### src/hdl/mover_settings.svh
`ifndef MOVER_SETTINGS_SVH
`define MOVER_SETTINGS_SVH

// packet slots and IDs
`define PKT_NUM         8
`define PKT_ID_W        3

// flits per slot and flit-count width
`define MAX_FLITS       4
`define FLITS_W         3

// slot base is pkt_id * MAX_FLITS
`define BUF_AW          5

`define FLIT_DATA_W     64
`define EMPTY_W         3

// read latency of the flit memory, strobe to data
`define BUF_LATENCY     2

`define STARTUP_CYCLES  16

`endif

### src/hdl/mover_pkg.sv
`default_nettype none
`include "mover_settings.svh"

package mover_pkg;

    // routing decision for one packet
    typedef enum logic [1:0] {
        FLAG_ETH  = 2'd0,
        FLAG_PCIE = 2'd1,
        FLAG_DROP = 2'd2
    } pkt_flag_t;

    // one word per packet, flits counts 1 to MAX_FLITS
    typedef struct packed {
        logic [`PKT_ID_W-1:0] pkt_id;
        logic [`FLITS_W-1:0]  flits;
        pkt_flag_t            flag;
    } metadata_t;

    typedef struct packed {
        logic                    sop;
        logic                    eop;
        logic [`EMPTY_W-1:0]     empty;
        logic [`FLIT_DATA_W-1:0] data;
    } flit_t;

    typedef enum logic [2:0] {
        WAIT_STARTUP,
        INIT,
        IDLE,
        FIRST,
        MIDDLE
    } ctrl_state_t;

endpackage

`default_nettype wire

### src/hdl/flit_bus_if.sv
`timescale 1ns/10ps
`default_nettype none
`include "mover_settings.svh"

// one flit per valid cycle, no ready
interface flit_bus_if;

    logic                    valid;
    logic                    sop;
    logic                    eop;
    logic [`EMPTY_W-1:0]     empty;
    logic [`FLIT_DATA_W-1:0] data;

    modport src (
        output valid,
        output sop,
        output eop,
        output empty,
        output data
    );

    modport dst (
        input valid,
        input sop,
        input eop,
        input empty,
        input data
    );

endinterface

`default_nettype wire

### src/hdl/pkt_buffer.sv
`timescale 1ns/10ps
`default_nettype none
`include "mover_settings.svh"

module pkt_buffer import mover_pkg::*; (
    input  wire                     clk,
    input  wire                     wr_en,
    input  wire [`BUF_AW-1:0]       wr_addr,
    input  wire flit_t              wr_flit,
    input  wire                     rd_en,
    input  wire [`BUF_AW-1:0]       rd_addr,
    flit_bus_if.src                 rd
);

    localparam int DEPTH = `PKT_NUM * `MAX_FLITS;

    flit_t                   mem [DEPTH];
    flit_t                   data_pipe [`BUF_LATENCY];
    // pipe starts empty at power-up
    logic [`BUF_LATENCY-1:0] vld_pipe = '0;

    always_ff @(posedge clk) begin
        if (wr_en) begin
            mem[wr_addr] <= wr_flit;
        end
    end

    // slow RAM model, stage 0 is the array read
    always_ff @(posedge clk) begin
        vld_pipe[0]  <= rd_en;
        data_pipe[0] <= mem[rd_addr];
        for (int i = 1; i < `BUF_LATENCY; i++) begin
            vld_pipe[i]  <= vld_pipe[i-1];
            data_pipe[i] <= data_pipe[i-1];
        end
    end

    assign rd.valid = vld_pipe[`BUF_LATENCY-1];
    assign rd.sop   = data_pipe[`BUF_LATENCY-1].sop;
    assign rd.eop   = data_pipe[`BUF_LATENCY-1].eop;
    assign rd.empty = data_pipe[`BUF_LATENCY-1].empty;
    assign rd.data  = data_pipe[`BUF_LATENCY-1].data;

endmodule

`default_nettype wire

### src/hdl/flag_delay.sv
`timescale 1ns/10ps
`default_nettype none
`include "mover_settings.svh"

module flag_delay import mover_pkg::*; (
    input  wire             clk,
    input  wire             rst,
    input  wire pkt_flag_t  flag_in,
    output pkt_flag_t       flag_out
);

    pkt_flag_t dly [`BUF_LATENCY];

    // same depth as the buffer read pipe
    always_ff @(posedge clk) begin
        if (rst) begin
            for (int i = 0; i < `BUF_LATENCY; i++) begin
                dly[i] <= FLAG_ETH;
            end
        end else begin
            dly[0] <= flag_in;
            for (int i = 1; i < `BUF_LATENCY; i++) begin
                dly[i] <= dly[i-1];
            end
        end
    end

    assign flag_out = dly[`BUF_LATENCY-1];

endmodule

`default_nettype wire

### src/hdl/free_list.sv
`timescale 1ns/10ps
`default_nettype none
`include "mover_settings.svh"

module free_list (
    input  wire                     clk,
    input  wire                     rst,
    input  wire                     push_valid,
    input  wire [`PKT_ID_W-1:0]     push_id,
    output logic                    free_valid,
    output logic [`PKT_ID_W-1:0]    free_id,
    input  wire                     free_pop
);

    localparam int CNT_W = `PKT_ID_W + 1;
    localparam logic [CNT_W-1:0] FULL_CNT = CNT_W'(`PKT_NUM);

    logic [`PKT_ID_W-1:0] ids [`PKT_NUM];
    logic [`PKT_ID_W-1:0] wr_ptr;
    logic [`PKT_ID_W-1:0] rd_ptr;
    logic [CNT_W-1:0]     count;
    logic                 do_push;
    logic                 do_pop;

    // pointers wrap on their own, PKT_NUM is 2**PKT_ID_W
    assign do_push    = push_valid & (count != FULL_CNT);
    assign do_pop     = free_pop & free_valid;
    assign free_valid = (count != '0);
    assign free_id    = ids[rd_ptr];

    always_ff @(posedge clk) begin
        if (do_push) begin
            ids[wr_ptr] <= push_id;
        end
    end

    always_ff @(posedge clk) begin
        if (rst) begin
            wr_ptr <= '0;
            rd_ptr <= '0;
            count  <= '0;
        end else begin
            if (do_push) begin
                wr_ptr <= wr_ptr + 1'b1;
            end
            if (do_pop) begin
                rd_ptr <= rd_ptr + 1'b1;
            end
            case ({do_push, do_pop})
                2'b10:   count <= count + 1'b1;
                2'b01:   count <= count - 1'b1;
                default: count <= count;
            endcase
        end
    end

endmodule

`default_nettype wire

### src/hdl/egress_router.sv
`timescale 1ns/10ps
`default_nettype none
`include "mover_settings.svh"

module egress_router import mover_pkg::*; (
    input  wire                         clk,
    input  wire                         rst,
    flit_bus_if.dst                     rd,
    input  wire pkt_flag_t              flag,
    output logic                        eth_valid,
    output logic                        eth_sop,
    output logic                        eth_eop,
    output logic [`EMPTY_W-1:0]         eth_empty,
    output logic [`FLIT_DATA_W-1:0]     eth_data,
    output logic                        pcie_valid,
    output logic                        pcie_sop,
    output logic                        pcie_eop,
    output logic [`EMPTY_W-1:0]         pcie_empty,
    output logic [`FLIT_DATA_W-1:0]     pcie_data
);

    logic pcie_hit;
    logic eth_hit;

    // anything not PCIe goes to ethernet
    assign pcie_hit = rd.valid & (flag == FLAG_PCIE);
    assign eth_hit  = rd.valid & (flag != FLAG_PCIE);

    always_ff @(posedge clk) begin
        if (rst) begin
            eth_valid  <= 1'b0;
            pcie_valid <= 1'b0;
        end else begin
            eth_valid  <= eth_hit;
            pcie_valid <= pcie_hit;
        end
    end

    always_ff @(posedge clk) begin
        eth_data   <= rd.data;
        pcie_data  <= rd.data;
        eth_sop    <= eth_hit & rd.sop;
        eth_eop    <= eth_hit & rd.eop;
        eth_empty  <= eth_hit ? rd.empty : '0;
        pcie_sop   <= pcie_hit & rd.sop;
        pcie_eop   <= pcie_hit & rd.eop;
        pcie_empty <= pcie_hit ? rd.empty : '0;
    end

endmodule

`default_nettype wire

### src/hdl/mover_ctrl.sv
`timescale 1ns/10ps
`default_nettype none
`include "mover_settings.svh"

module mover_ctrl import mover_pkg::*; (
    input  wire                     clk,
    input  wire                     rst,
    input  wire                     meta_valid,
    input  wire metadata_t          meta_data,
    output logic                    meta_ready,
    input  wire                     disable_pcie,
    input  wire                     eth_almost_full,
    input  wire                     pcie_almost_full,
    output logic                    rd_en,
    output logic [`BUF_AW-1:0]      rd_addr,
    output pkt_flag_t               cur_flag,
    output logic                    push_valid,
    output logic [`PKT_ID_W-1:0]    push_id,
    output logic                    pcie_meta_valid,
    output metadata_t               pcie_meta_data
);

    localparam int STARTUP_W = $clog2(`STARTUP_CYCLES);
    localparam logic [STARTUP_W-1:0] STARTUP_LAST = STARTUP_W'(`STARTUP_CYCLES - 1);
    localparam logic [`PKT_ID_W-1:0] LAST_ID = `PKT_ID_W'(`PKT_NUM - 1);

    ctrl_state_t          state;
    logic [STARTUP_W-1:0] startup_cnt;
    logic [`PKT_ID_W-1:0] init_id;
    metadata_t            cur_meta;
    logic [`FLITS_W-1:0]  flit_idx;
    logic                 almost_full;
    logic                 is_drop;
    logic                 last_flit;
    logic                 accept;

    assign almost_full = eth_almost_full | pcie_almost_full;
    assign is_drop     = (cur_meta.flag == FLAG_DROP);

    // last cycle of the current packet, a drop takes just one
    always_comb begin
        case (state)
            FIRST:   last_flit = is_drop | (cur_meta.flits == `FLITS_W'(1));
            MIDDLE:  last_flit = (flit_idx == cur_meta.flits - 1'b1);
            default: last_flit = 1'b0;
        endcase
    end

    assign meta_ready = ((state == IDLE) | last_flit) & ~almost_full;
    assign accept     = meta_valid & meta_ready;

    // no strobe while in reset, so the read pipe comes up empty
    assign rd_en   = ~rst & (((state == FIRST) & ~is_drop) | (state == MIDDLE));
    assign rd_addr = `BUF_AW'(cur_meta.pkt_id) * `BUF_AW'(`MAX_FLITS) + `BUF_AW'(flit_idx);
    assign cur_flag = cur_meta.flag;

    // init fill, then one push on the last strobe or the drop cycle
    assign push_valid = (state == INIT) | last_flit;
    assign push_id    = (state == INIT) ? init_id : cur_meta.pkt_id;

    always_ff @(posedge clk) begin
        if (rst) begin
            state       <= WAIT_STARTUP;
            startup_cnt <= '0;
            init_id     <= '0;
            flit_idx    <= '0;
            cur_meta    <= '{pkt_id: '0, flits: '0, flag: FLAG_ETH};
        end else begin
            case (state)
                WAIT_STARTUP: begin
                    startup_cnt <= startup_cnt + 1'b1;
                    if (startup_cnt == STARTUP_LAST) begin
                        state <= INIT;
                    end
                end
                INIT: begin
                    init_id <= init_id + 1'b1;
                    if (init_id == LAST_ID) begin
                        state <= IDLE;
                    end
                end
                IDLE: begin
                    if (accept) begin
                        state <= FIRST;
                    end
                end
                FIRST, MIDDLE: begin
                    if (!last_flit) begin
                        state <= MIDDLE;
                    end else if (accept) begin
                        state <= FIRST;
                    end else begin
                        state <= IDLE;
                    end
                end
                default: state <= IDLE;
            endcase

            if (accept) begin
                cur_meta.pkt_id <= meta_data.pkt_id;
                cur_meta.flits  <= meta_data.flits;
                // disable_pcie reroutes everything that is not dropped
                if (disable_pcie && meta_data.flag != FLAG_DROP) begin
                    cur_meta.flag <= FLAG_ETH;
                end else begin
                    cur_meta.flag <= meta_data.flag;
                end
                flit_idx <= '0;
            end else if (rd_en) begin
                flit_idx <= flit_idx + 1'b1;
            end
        end
    end

    always_ff @(posedge clk) begin
        if (rst) begin
            pcie_meta_valid <= 1'b0;
        end else begin
            pcie_meta_valid <= accept & (meta_data.flag == FLAG_PCIE) & ~disable_pcie;
        end
    end

    always_ff @(posedge clk) begin
        if (accept) begin
            pcie_meta_data <= meta_data;
        end
    end

endmodule

`default_nettype wire

### src/hdl/data_mover_top.sv
`timescale 1ns/10ps
`default_nettype none
`include "mover_settings.svh"

module data_mover_top import mover_pkg::*; (
    input  wire                         clk,
    input  wire                         rst,
    input  wire                         wr_en,
    input  wire [`BUF_AW-1:0]           wr_addr,
    input  wire flit_t                  wr_flit,
    input  wire                         meta_valid,
    input  wire metadata_t              meta_data,
    output logic                        meta_ready,
    input  wire                         disable_pcie,
    input  wire                         eth_almost_full,
    input  wire                         pcie_almost_full,
    output logic                        free_valid,
    output logic [`PKT_ID_W-1:0]        free_id,
    input  wire                         free_pop,
    output logic                        pcie_meta_valid,
    output metadata_t                   pcie_meta_data,
    output logic                        eth_valid,
    output logic                        eth_sop,
    output logic                        eth_eop,
    output logic [`EMPTY_W-1:0]         eth_empty,
    output logic [`FLIT_DATA_W-1:0]     eth_data,
    output logic                        pcie_valid,
    output logic                        pcie_sop,
    output logic                        pcie_eop,
    output logic [`EMPTY_W-1:0]         pcie_empty,
    output logic [`FLIT_DATA_W-1:0]     pcie_data
);

    logic                 rd_en;
    logic [`BUF_AW-1:0]   rd_addr;
    pkt_flag_t            cur_flag;
    pkt_flag_t            dly_flag;
    logic                 push_valid;
    logic [`PKT_ID_W-1:0] push_id;

    flit_bus_if flit_rd ();

    mover_ctrl u_ctrl (
        .clk              (clk),
        .rst              (rst),
        .meta_valid       (meta_valid),
        .meta_data        (meta_data),
        .meta_ready       (meta_ready),
        .disable_pcie     (disable_pcie),
        .eth_almost_full  (eth_almost_full),
        .pcie_almost_full (pcie_almost_full),
        .rd_en            (rd_en),
        .rd_addr          (rd_addr),
        .cur_flag         (cur_flag),
        .push_valid       (push_valid),
        .push_id          (push_id),
        .pcie_meta_valid  (pcie_meta_valid),
        .pcie_meta_data   (pcie_meta_data)
    );

    pkt_buffer u_buffer (
        .clk     (clk),
        .wr_en   (wr_en),
        .wr_addr (wr_addr),
        .wr_flit (wr_flit),
        .rd_en   (rd_en),
        .rd_addr (rd_addr),
        .rd      (flit_rd.src)
    );

    // flag follows its flits through the read latency
    flag_delay u_flag_delay (
        .clk      (clk),
        .rst      (rst),
        .flag_in  (cur_flag),
        .flag_out (dly_flag)
    );

    free_list u_free_list (
        .clk        (clk),
        .rst        (rst),
        .push_valid (push_valid),
        .push_id    (push_id),
        .free_valid (free_valid),
        .free_id    (free_id),
        .free_pop   (free_pop)
    );

    egress_router u_router (
        .clk        (clk),
        .rst        (rst),
        .rd         (flit_rd.dst),
        .flag       (dly_flag),
        .eth_valid  (eth_valid),
        .eth_sop    (eth_sop),
        .eth_eop    (eth_eop),
        .eth_empty  (eth_empty),
        .eth_data   (eth_data),
        .pcie_valid (pcie_valid),
        .pcie_sop   (pcie_sop),
        .pcie_eop   (pcie_eop),
        .pcie_empty (pcie_empty),
        .pcie_data  (pcie_data)
    );

endmodule

`default_nettype wire

### config.mk
export PLATFORM = sky130hd
export DESIGN_NAME = data_mover_top
export DESIGN_NICKNAME = d
export VERILOG_FILES = /design/src/hdl/mover_pkg.sv /design/src/hdl/flit_bus_if.sv /design/src/hdl/pkt_buffer.sv /design/src/hdl/flag_delay.sv /design/src/hdl/free_list.sv /design/src/hdl/egress_router.sv /design/src/hdl/mover_ctrl.sv /design/src/hdl/data_mover_top.sv
export VERILOG_INCLUDE_DIRS = /design/src /design/src/hdl
export SDC_FILE = /design/constraint.sdc
export NUM_CORES = 2
export LEC_CHECK = 0
export ABC_AREA = 1
export BUFFER_PORTS_ARGS = -buffer_cell sky130_fd_sc_hd__buf_2
export CORE_ASPECT_RATIO = 1.2
export CORE_MARGIN = 4
export CORE_UTILIZATION = 55
export DETAILED_ROUTE_END_ITERATION = 6
export HOLD_SLACK_MARGIN = 0.03
export PLACE_DENSITY = 0.72
export SKIP_LAST_GASP = 1
export SLEW_MARGIN = 10
export SYNTH_ARGS = -nofsm -noshare
export SYNTH_HDL_FRONTEND = slang
export SYNTH_SLANG_ARGS = --single-unit
### constraint.sdc
create_clock -name clk -period 13.65 [get_ports clk]
set_clock_uncertainty 0.1 [all_clocks]
set_input_delay 2.73 -clock clk [delete_from_list [all_inputs] [get_ports clk]]
set_output_delay 2.73 -clock clk [all_outputs]
set_load 0.02 [all_outputs]
Yosys cells after proc, flatten, opt, wreduce, memory -nomap -nowiden
Memory sizes are Yosys's and may differ from the RTL's. A register that Yosys moved wholly into a read port is not among the register bits.
Cells that the tools add are included.
{ "op_classes": {"n_shift": 0, "n_lt_le_gt_ge": 0, "n_mux": 21, "add_sub_neg": 9, "bitwise_logic": 25, "eq_ne": 19, "div_mod_pow": 0, "multipliers": 0, "n_reduce_logical": 7} }
{ "ops": {"columns": ["operator", "count"], "rows": [
  ["$mux 3", 7],
  ["$and 1x1->1", 14],
  ["$add 3x1->3 const B", 4],
  ["$pmux 3 s4", 1],
  ["$add 4x1->4 const B", 2],
  ["$mux 1", 8],
  ["$pmux 4 s2", 1],
  ["$or 1x1->1", 7],
  ["$eq 2x1->1 const B", 3],
  ["$eq 3x1->1 const B", 2],
  ["$eq 3x2->1 const B", 2],
  ["$eq 3x3->1 const B", 2],
  ["$mux 2", 3],
  ["$ne 2x1->1 const B", 3],
  ["$add 5x3->5", 1],
  ["$eq 2x2->1 const B", 2],
  ["$eq 4x4->1 const B", 1],
  ["$ne 2x2->1 const B", 2],
  ["$ne 4x4->1 const B", 1],
  ["$not 1->1", 4],
  ["$reduce_bool 4->1", 1],
  ["$reduce_or 2->1", 2],
  ["$sub 4x1->4 const B", 1],
  ["$eq 3x3->1", 1],
  ["other kinds (6)", 6]
]} }
{ "totals": {"out_inout_bits": 154, "n_memories": 4, "rom_bits": 0, "wordCells": 109, "latchBits": 0, "inputBits": 90, "reg_bits": 118, "ram_bits": 2374} }
{ "memory_table": {"columns": ["name", "depth", "width", "read_ports", "rd_ports_with_merged_regs", "write_ports", "line_no", "rtl"], "rows": [
  ["u_buffer.mem", 32, 69, 1, 0, 1, "pkt_buffer.sv:17", "flit_t mem [DEPTH];"],
  ["u_buffer.data_pipe", 2, 69, 2, 0, 2, "pkt_buffer.sv:18", "flit_t data_pipe [`BUF_LATENCY];"],
  ["u_free_list.ids", 8, 3, 1, 1, 1, "free_list.sv:18", "logic [`PKT_ID_W-1:0] ids [`PKT_NUM];"],
  ["u_flag_delay.dly", 2, 2, 2, 0, 2, "flag_delay.sv:12", "pkt_flag_t dly [`BUF_LATENCY];"]
]} }

Depth between registers and ports, before layout
{ "logic_depth": {"depth_word": 9, "ltp_mapped": 22, "depth_no_buf": 22} }

Modules after synthesis
From an unflattened synthesis, not the netlist that was laid out.
{ "unflattened": {"hier_cells": 7955, "area_unflattened_um2": 97046.8} }
{ "by_module_without_submodules": {"columns": ["mod", "seq_area_each_um2", "area_each_um2", "instances", "cells_each"], "rows": [
  ["pkt_buffer", 69106.3, 91723.0, 1, 7440],
  ["egress_router", 1521.5, 2089.5, 1, 161],
  ["free_list", 980.9, 1619.1, 1, 162],
  ["mover_ctrl", 680.7, 1490.2, 1, 178],
  ["flag_delay", 80.1, 125.1, 1, 14]
]} }

Worst setup path after synthesis
OpenSTA, ideal clock, no wires.
{ "synth_path": {"path_type": "input to register", "from": "input wr_addr[0]", "to": "memory u_buffer.mem[0][0] in the netlist's numbering, enable pin", "path_stages": 3, "path_slack_ns": 7.139, "t_arrival_ns": 5.915, "setup_time_ns": 0.497, "path_cell_list": "inv_1 nand3_1 nor2_1"} }
{ "synth_rtl": {"columns": ["element", "line_no", "rtl"], "rows": [
  ["from (decl)", "data_mover_top.sv:9", "input wire [`BUF_AW-1:0] wr_addr,"],
  ["to (decl)", "pkt_buffer.sv:17", null]
]} }
Straight into the memory's write port.

Final worst setup path
{ "layout_path": {"from": "input pcie_almost_full", "to": "output meta_ready"} }
{ "layout_via": {"elab_chain_cells": 3} }
{ "layout_rtl": {"columns": ["element", "line_no", "rtl"], "rows": [
  ["from (decl)", "data_mover_top.sv:16", "input wire pcie_almost_full,"],
  ["$or 1x1->1", "mover_ctrl.sv:37", "assign almost_full = eth_almost_full | pcie_almost_full;"],
  ["$not 1->1", "mover_ctrl.sv:49", "assign meta_ready = ((state == IDLE) | last_flit) & ~almost_full;"],
  ["$and 1x1->1", "mover_ctrl.sv:49", null],
  ["to (decl)", "data_mover_top.sv:13", "output logic meta_ready,"]
]} }
Every way passes these cells.

==> summary.txt <==
Run status
  – Status: finished clean

Finish
  – Filler Cells Inserted: ~12000
  – Multi-input gate area: 18900 sq um
  – Non-filler instance count after layout: 9488
  – Layout area overhead: 10.7%
  – Layout cells sized above 1: 10.0%
  – Post-layout util: 61.4%
  – Nets: 7122
  – FF+latch area: 72400 sq um

Timing
  – Final setup vio count: 0
  – Worst slew margin: 23.9%
  – RSZ-0062 raised after global routing: no
  – Fin. Hold Viols: 0
  – Setup slack after layout: 7.45 ns
  – Slew @ Worst Pin: 1.14 ns
  – Minimum clock period: 6.20 ns
  – Max-slew violation count: 0
  – Fin Setup TNS: 0 ns
  – Fmax: 161 MHz
  – Fin crit share: ~45%

GRT
  – Tot GR Track Use: ~27%
  – Antenna violations before repair: 19
  – Vias in the first global route: 57832
  – Pin count of the biggest net entering global routing: about 200
  – Total gr overflow: 0
  – First-pass GRT wire length: between 300000 and 400000 microns

Worst setup path
  – Worst path arrival time: 3.37 ns
  – Crit Path Class: in -> out
  – Kind of start point of the critical path: input pin
  – Critical-path maximum fanout: 3
  – CP endpoint kind: primary output
  – Worst endpoint required time: roughly 11 ns

Pwr
  – Leakage power: about 35 nW
  – Maximum vdd drop: around 0.12 mV
  – PwrDens: 153 nW/um^2
  – Power, Total: 15.8 mW

Clocking
  – TritonCTS clock tree: yes
  – Postcts setup bufs: 0
  – Latest clock arrival within the worst-skew pair: 0.87 ns
  – Root buf cell: clkbuf_16
  – CTS clk-pin slew, worst paths: 0.06 ns
  – Clk buf depth: 3
  – CTS Sinks: 2495
  – # resized after CTS: 0
  – H-tree depth: 4
  – Post-CTS Hold Buffers: 0
  – Total CTS buffers: 225

Yosys
  – Largest cells by area after synthesis: edfxtp_1 (72%), o21ai_0 (6.6%), nor2_1 (5.5%), dfxtp_1 (5.4%), o22ai_1 (3.6%)
  – Post-synthesis cell count: 6993
  – Most numerous cell in the Yosys netlist: edfxtp_1
  – Post-Syn Area: 93700 sq um
  – Synth Flop Type: edfxtp_1
  – Sequential fraction of the synthesis area: just under 80%
  – Number of synthesis warnings: 0
  – Post-synth top area share: between 70 and 80%
  – Post-synthesis async set-or-reset flop share: 0%
  – Yosys reg bits: 2495
  – Post-synth EDFFs: 2240
  – Mean Syn Cell Area: 13.4 sq um
  – Mapped Nets: 7096
  – Number of library cell types mapped by synthesis: 38
  – Yosys top cell by area: edfxtp_1
  – Most common library cells after synthesis: edfxtp_1 (2240), nor2_1 (1375), o21ai_0 (1242)

Worst hold path
  – Min-delay worst type: reg -> reg

Floorplanning
  – Die W: 385 microns
  – I/O pins: 244
  – Die height: 460 microns
  – Core ar.: 169000 sq um
  – Die ar.: 177000 sq um
  – Rows: 165
  – Initial Util: 55.5%

Drt
  – Final wirelength: between 200000 and 250000 microns
  – Via count: 59832
  – Vias per cell: 6.31
  – Routed WL per cell: roughly 26 microns
  – Drt first pass iters: 6
  – Drc violations: 0
  – ANT nets after route: 0
  – 1st-iter DRT viols: 7896

Place
  – Placed insts: approximately 9000
  – Pre-CTS setup slack: 7.46 ns
  – Gpl congestion: 0.817
  – DPL Wire Length: 124000 microns
  – IO Port Bufs: around 240

Run
  – Maxcap violations: 0
-- logic make-up (layout without fill, tap and decap cells) --
family          count (synthesis)  after routing  share of synthesized area, %
xor+xnor                        5              5                        0.0467
buf+inv                       607            834                          2.94
other cells                     0             14                             0
simple gates                 1838           1838                          7.59
compound gates               2035           2035                          12.0
flops                        2495           2495                          77.2
fa+ha+maj                      13             13                         0.174
-- cell type report --
type	count	area share (%)
inverter	64	0.274
clock buffer	324	6.15
tap	2254	2.72
clock inverter	104	0.914
sequential	2495	69.8
timing repair buffer	342	1.96
multi-input combinational	3891	18.2
antenna	14	0.0338
-- sequential cells by signal (all words and copies together), names as in the netlist, 4 cells and up, named ones only --
signal,count
u_buffer.mem,2208
u_buffer.data_pipe,138
u_router.eth_data,64
u_free_list.ids,24
u_ctrl.pcie_meta_data,8
u_ctrl.cur_meta,6
u_ctrl.startup_cnt,4
u_flag_delay.dly,4
u_free_list.count,4
-- path summary, 6_finish.rpt --
check,startpoint,end,slack [ns],cells after the start
max,pcie_almost_full,meta_ready,7.45,5
min,u_buffer.data_pipe[0][43]$_DFF_P_,u_buffer.data_pipe[0][112]$_DFF_P_,0.22,0
max reg2reg,u_ctrl.flit_idx[0]$_SDFFE_PP0P_,u_buffer.data_pipe[0][58]$_DFF_P_,8.40,10
min reg2reg,u_buffer.data_pipe[0][43]$_DFF_P_,u_buffer.data_pipe[0][112]$_DFF_P_,0.22,0
-- worst max-delay path: stages --
cell and delay [ns]:
buf_2 0.11, nor2_1 0.21, nand2_1 0.10, inv_1 0.06, buf_2 0.16
-- metrics by stage --
stage	cell area [sq um]	hold WS [ns]
CTS	104000	0.218
finish	104000	0.216
detailed placement	96400	0.212
global route	104000	0.228
floorplan	93700	0.210
global placement	96400	0.210
-- routing by layer --
metal | track usage, % | share of wire (%)
met3 | 4.34 | 9.8
met2 | 44.4 | 49
met1 | 36.5 | 38
met4 | 10.3 | 3.7
met5 | 0 | 0.013
-- placed cells by master (no fill, tap or decap), types with 106 or more instances in the layout --
cell type | synthesis | layout
dfxtp_1 | 255 | 253
o21ai_0 | 1242 | 1242
nor2_1 | 1375 | 1343
nand3_1 | 125 | 125
nand2_1 | 321 | 321
o21ai_1 | 106 | 106
o22ai_1 | 533 | 533
buf_2 | 124 | 243
clkbuf_16 | 0 | 233
edfxtp_1 | 2240 | 2240
-- report_power, final --
| group | switching, mW | total [mW] | internal (mW) | leakage [nW] |
|---|---|---|---|---|
| sequential | 0.0888 | 8.62 | 8.53 | 22.3 |
| combinational | 0.741 | 0.992 | 0.251 | 8.73 |
| clock | 2.76 | 6.21 | 3.45 | 3.59 |
| total | 3.59 | 15.8 | 12.2 | 34.6 |
No activity file was read; power rests on OpenSTA's default activity.
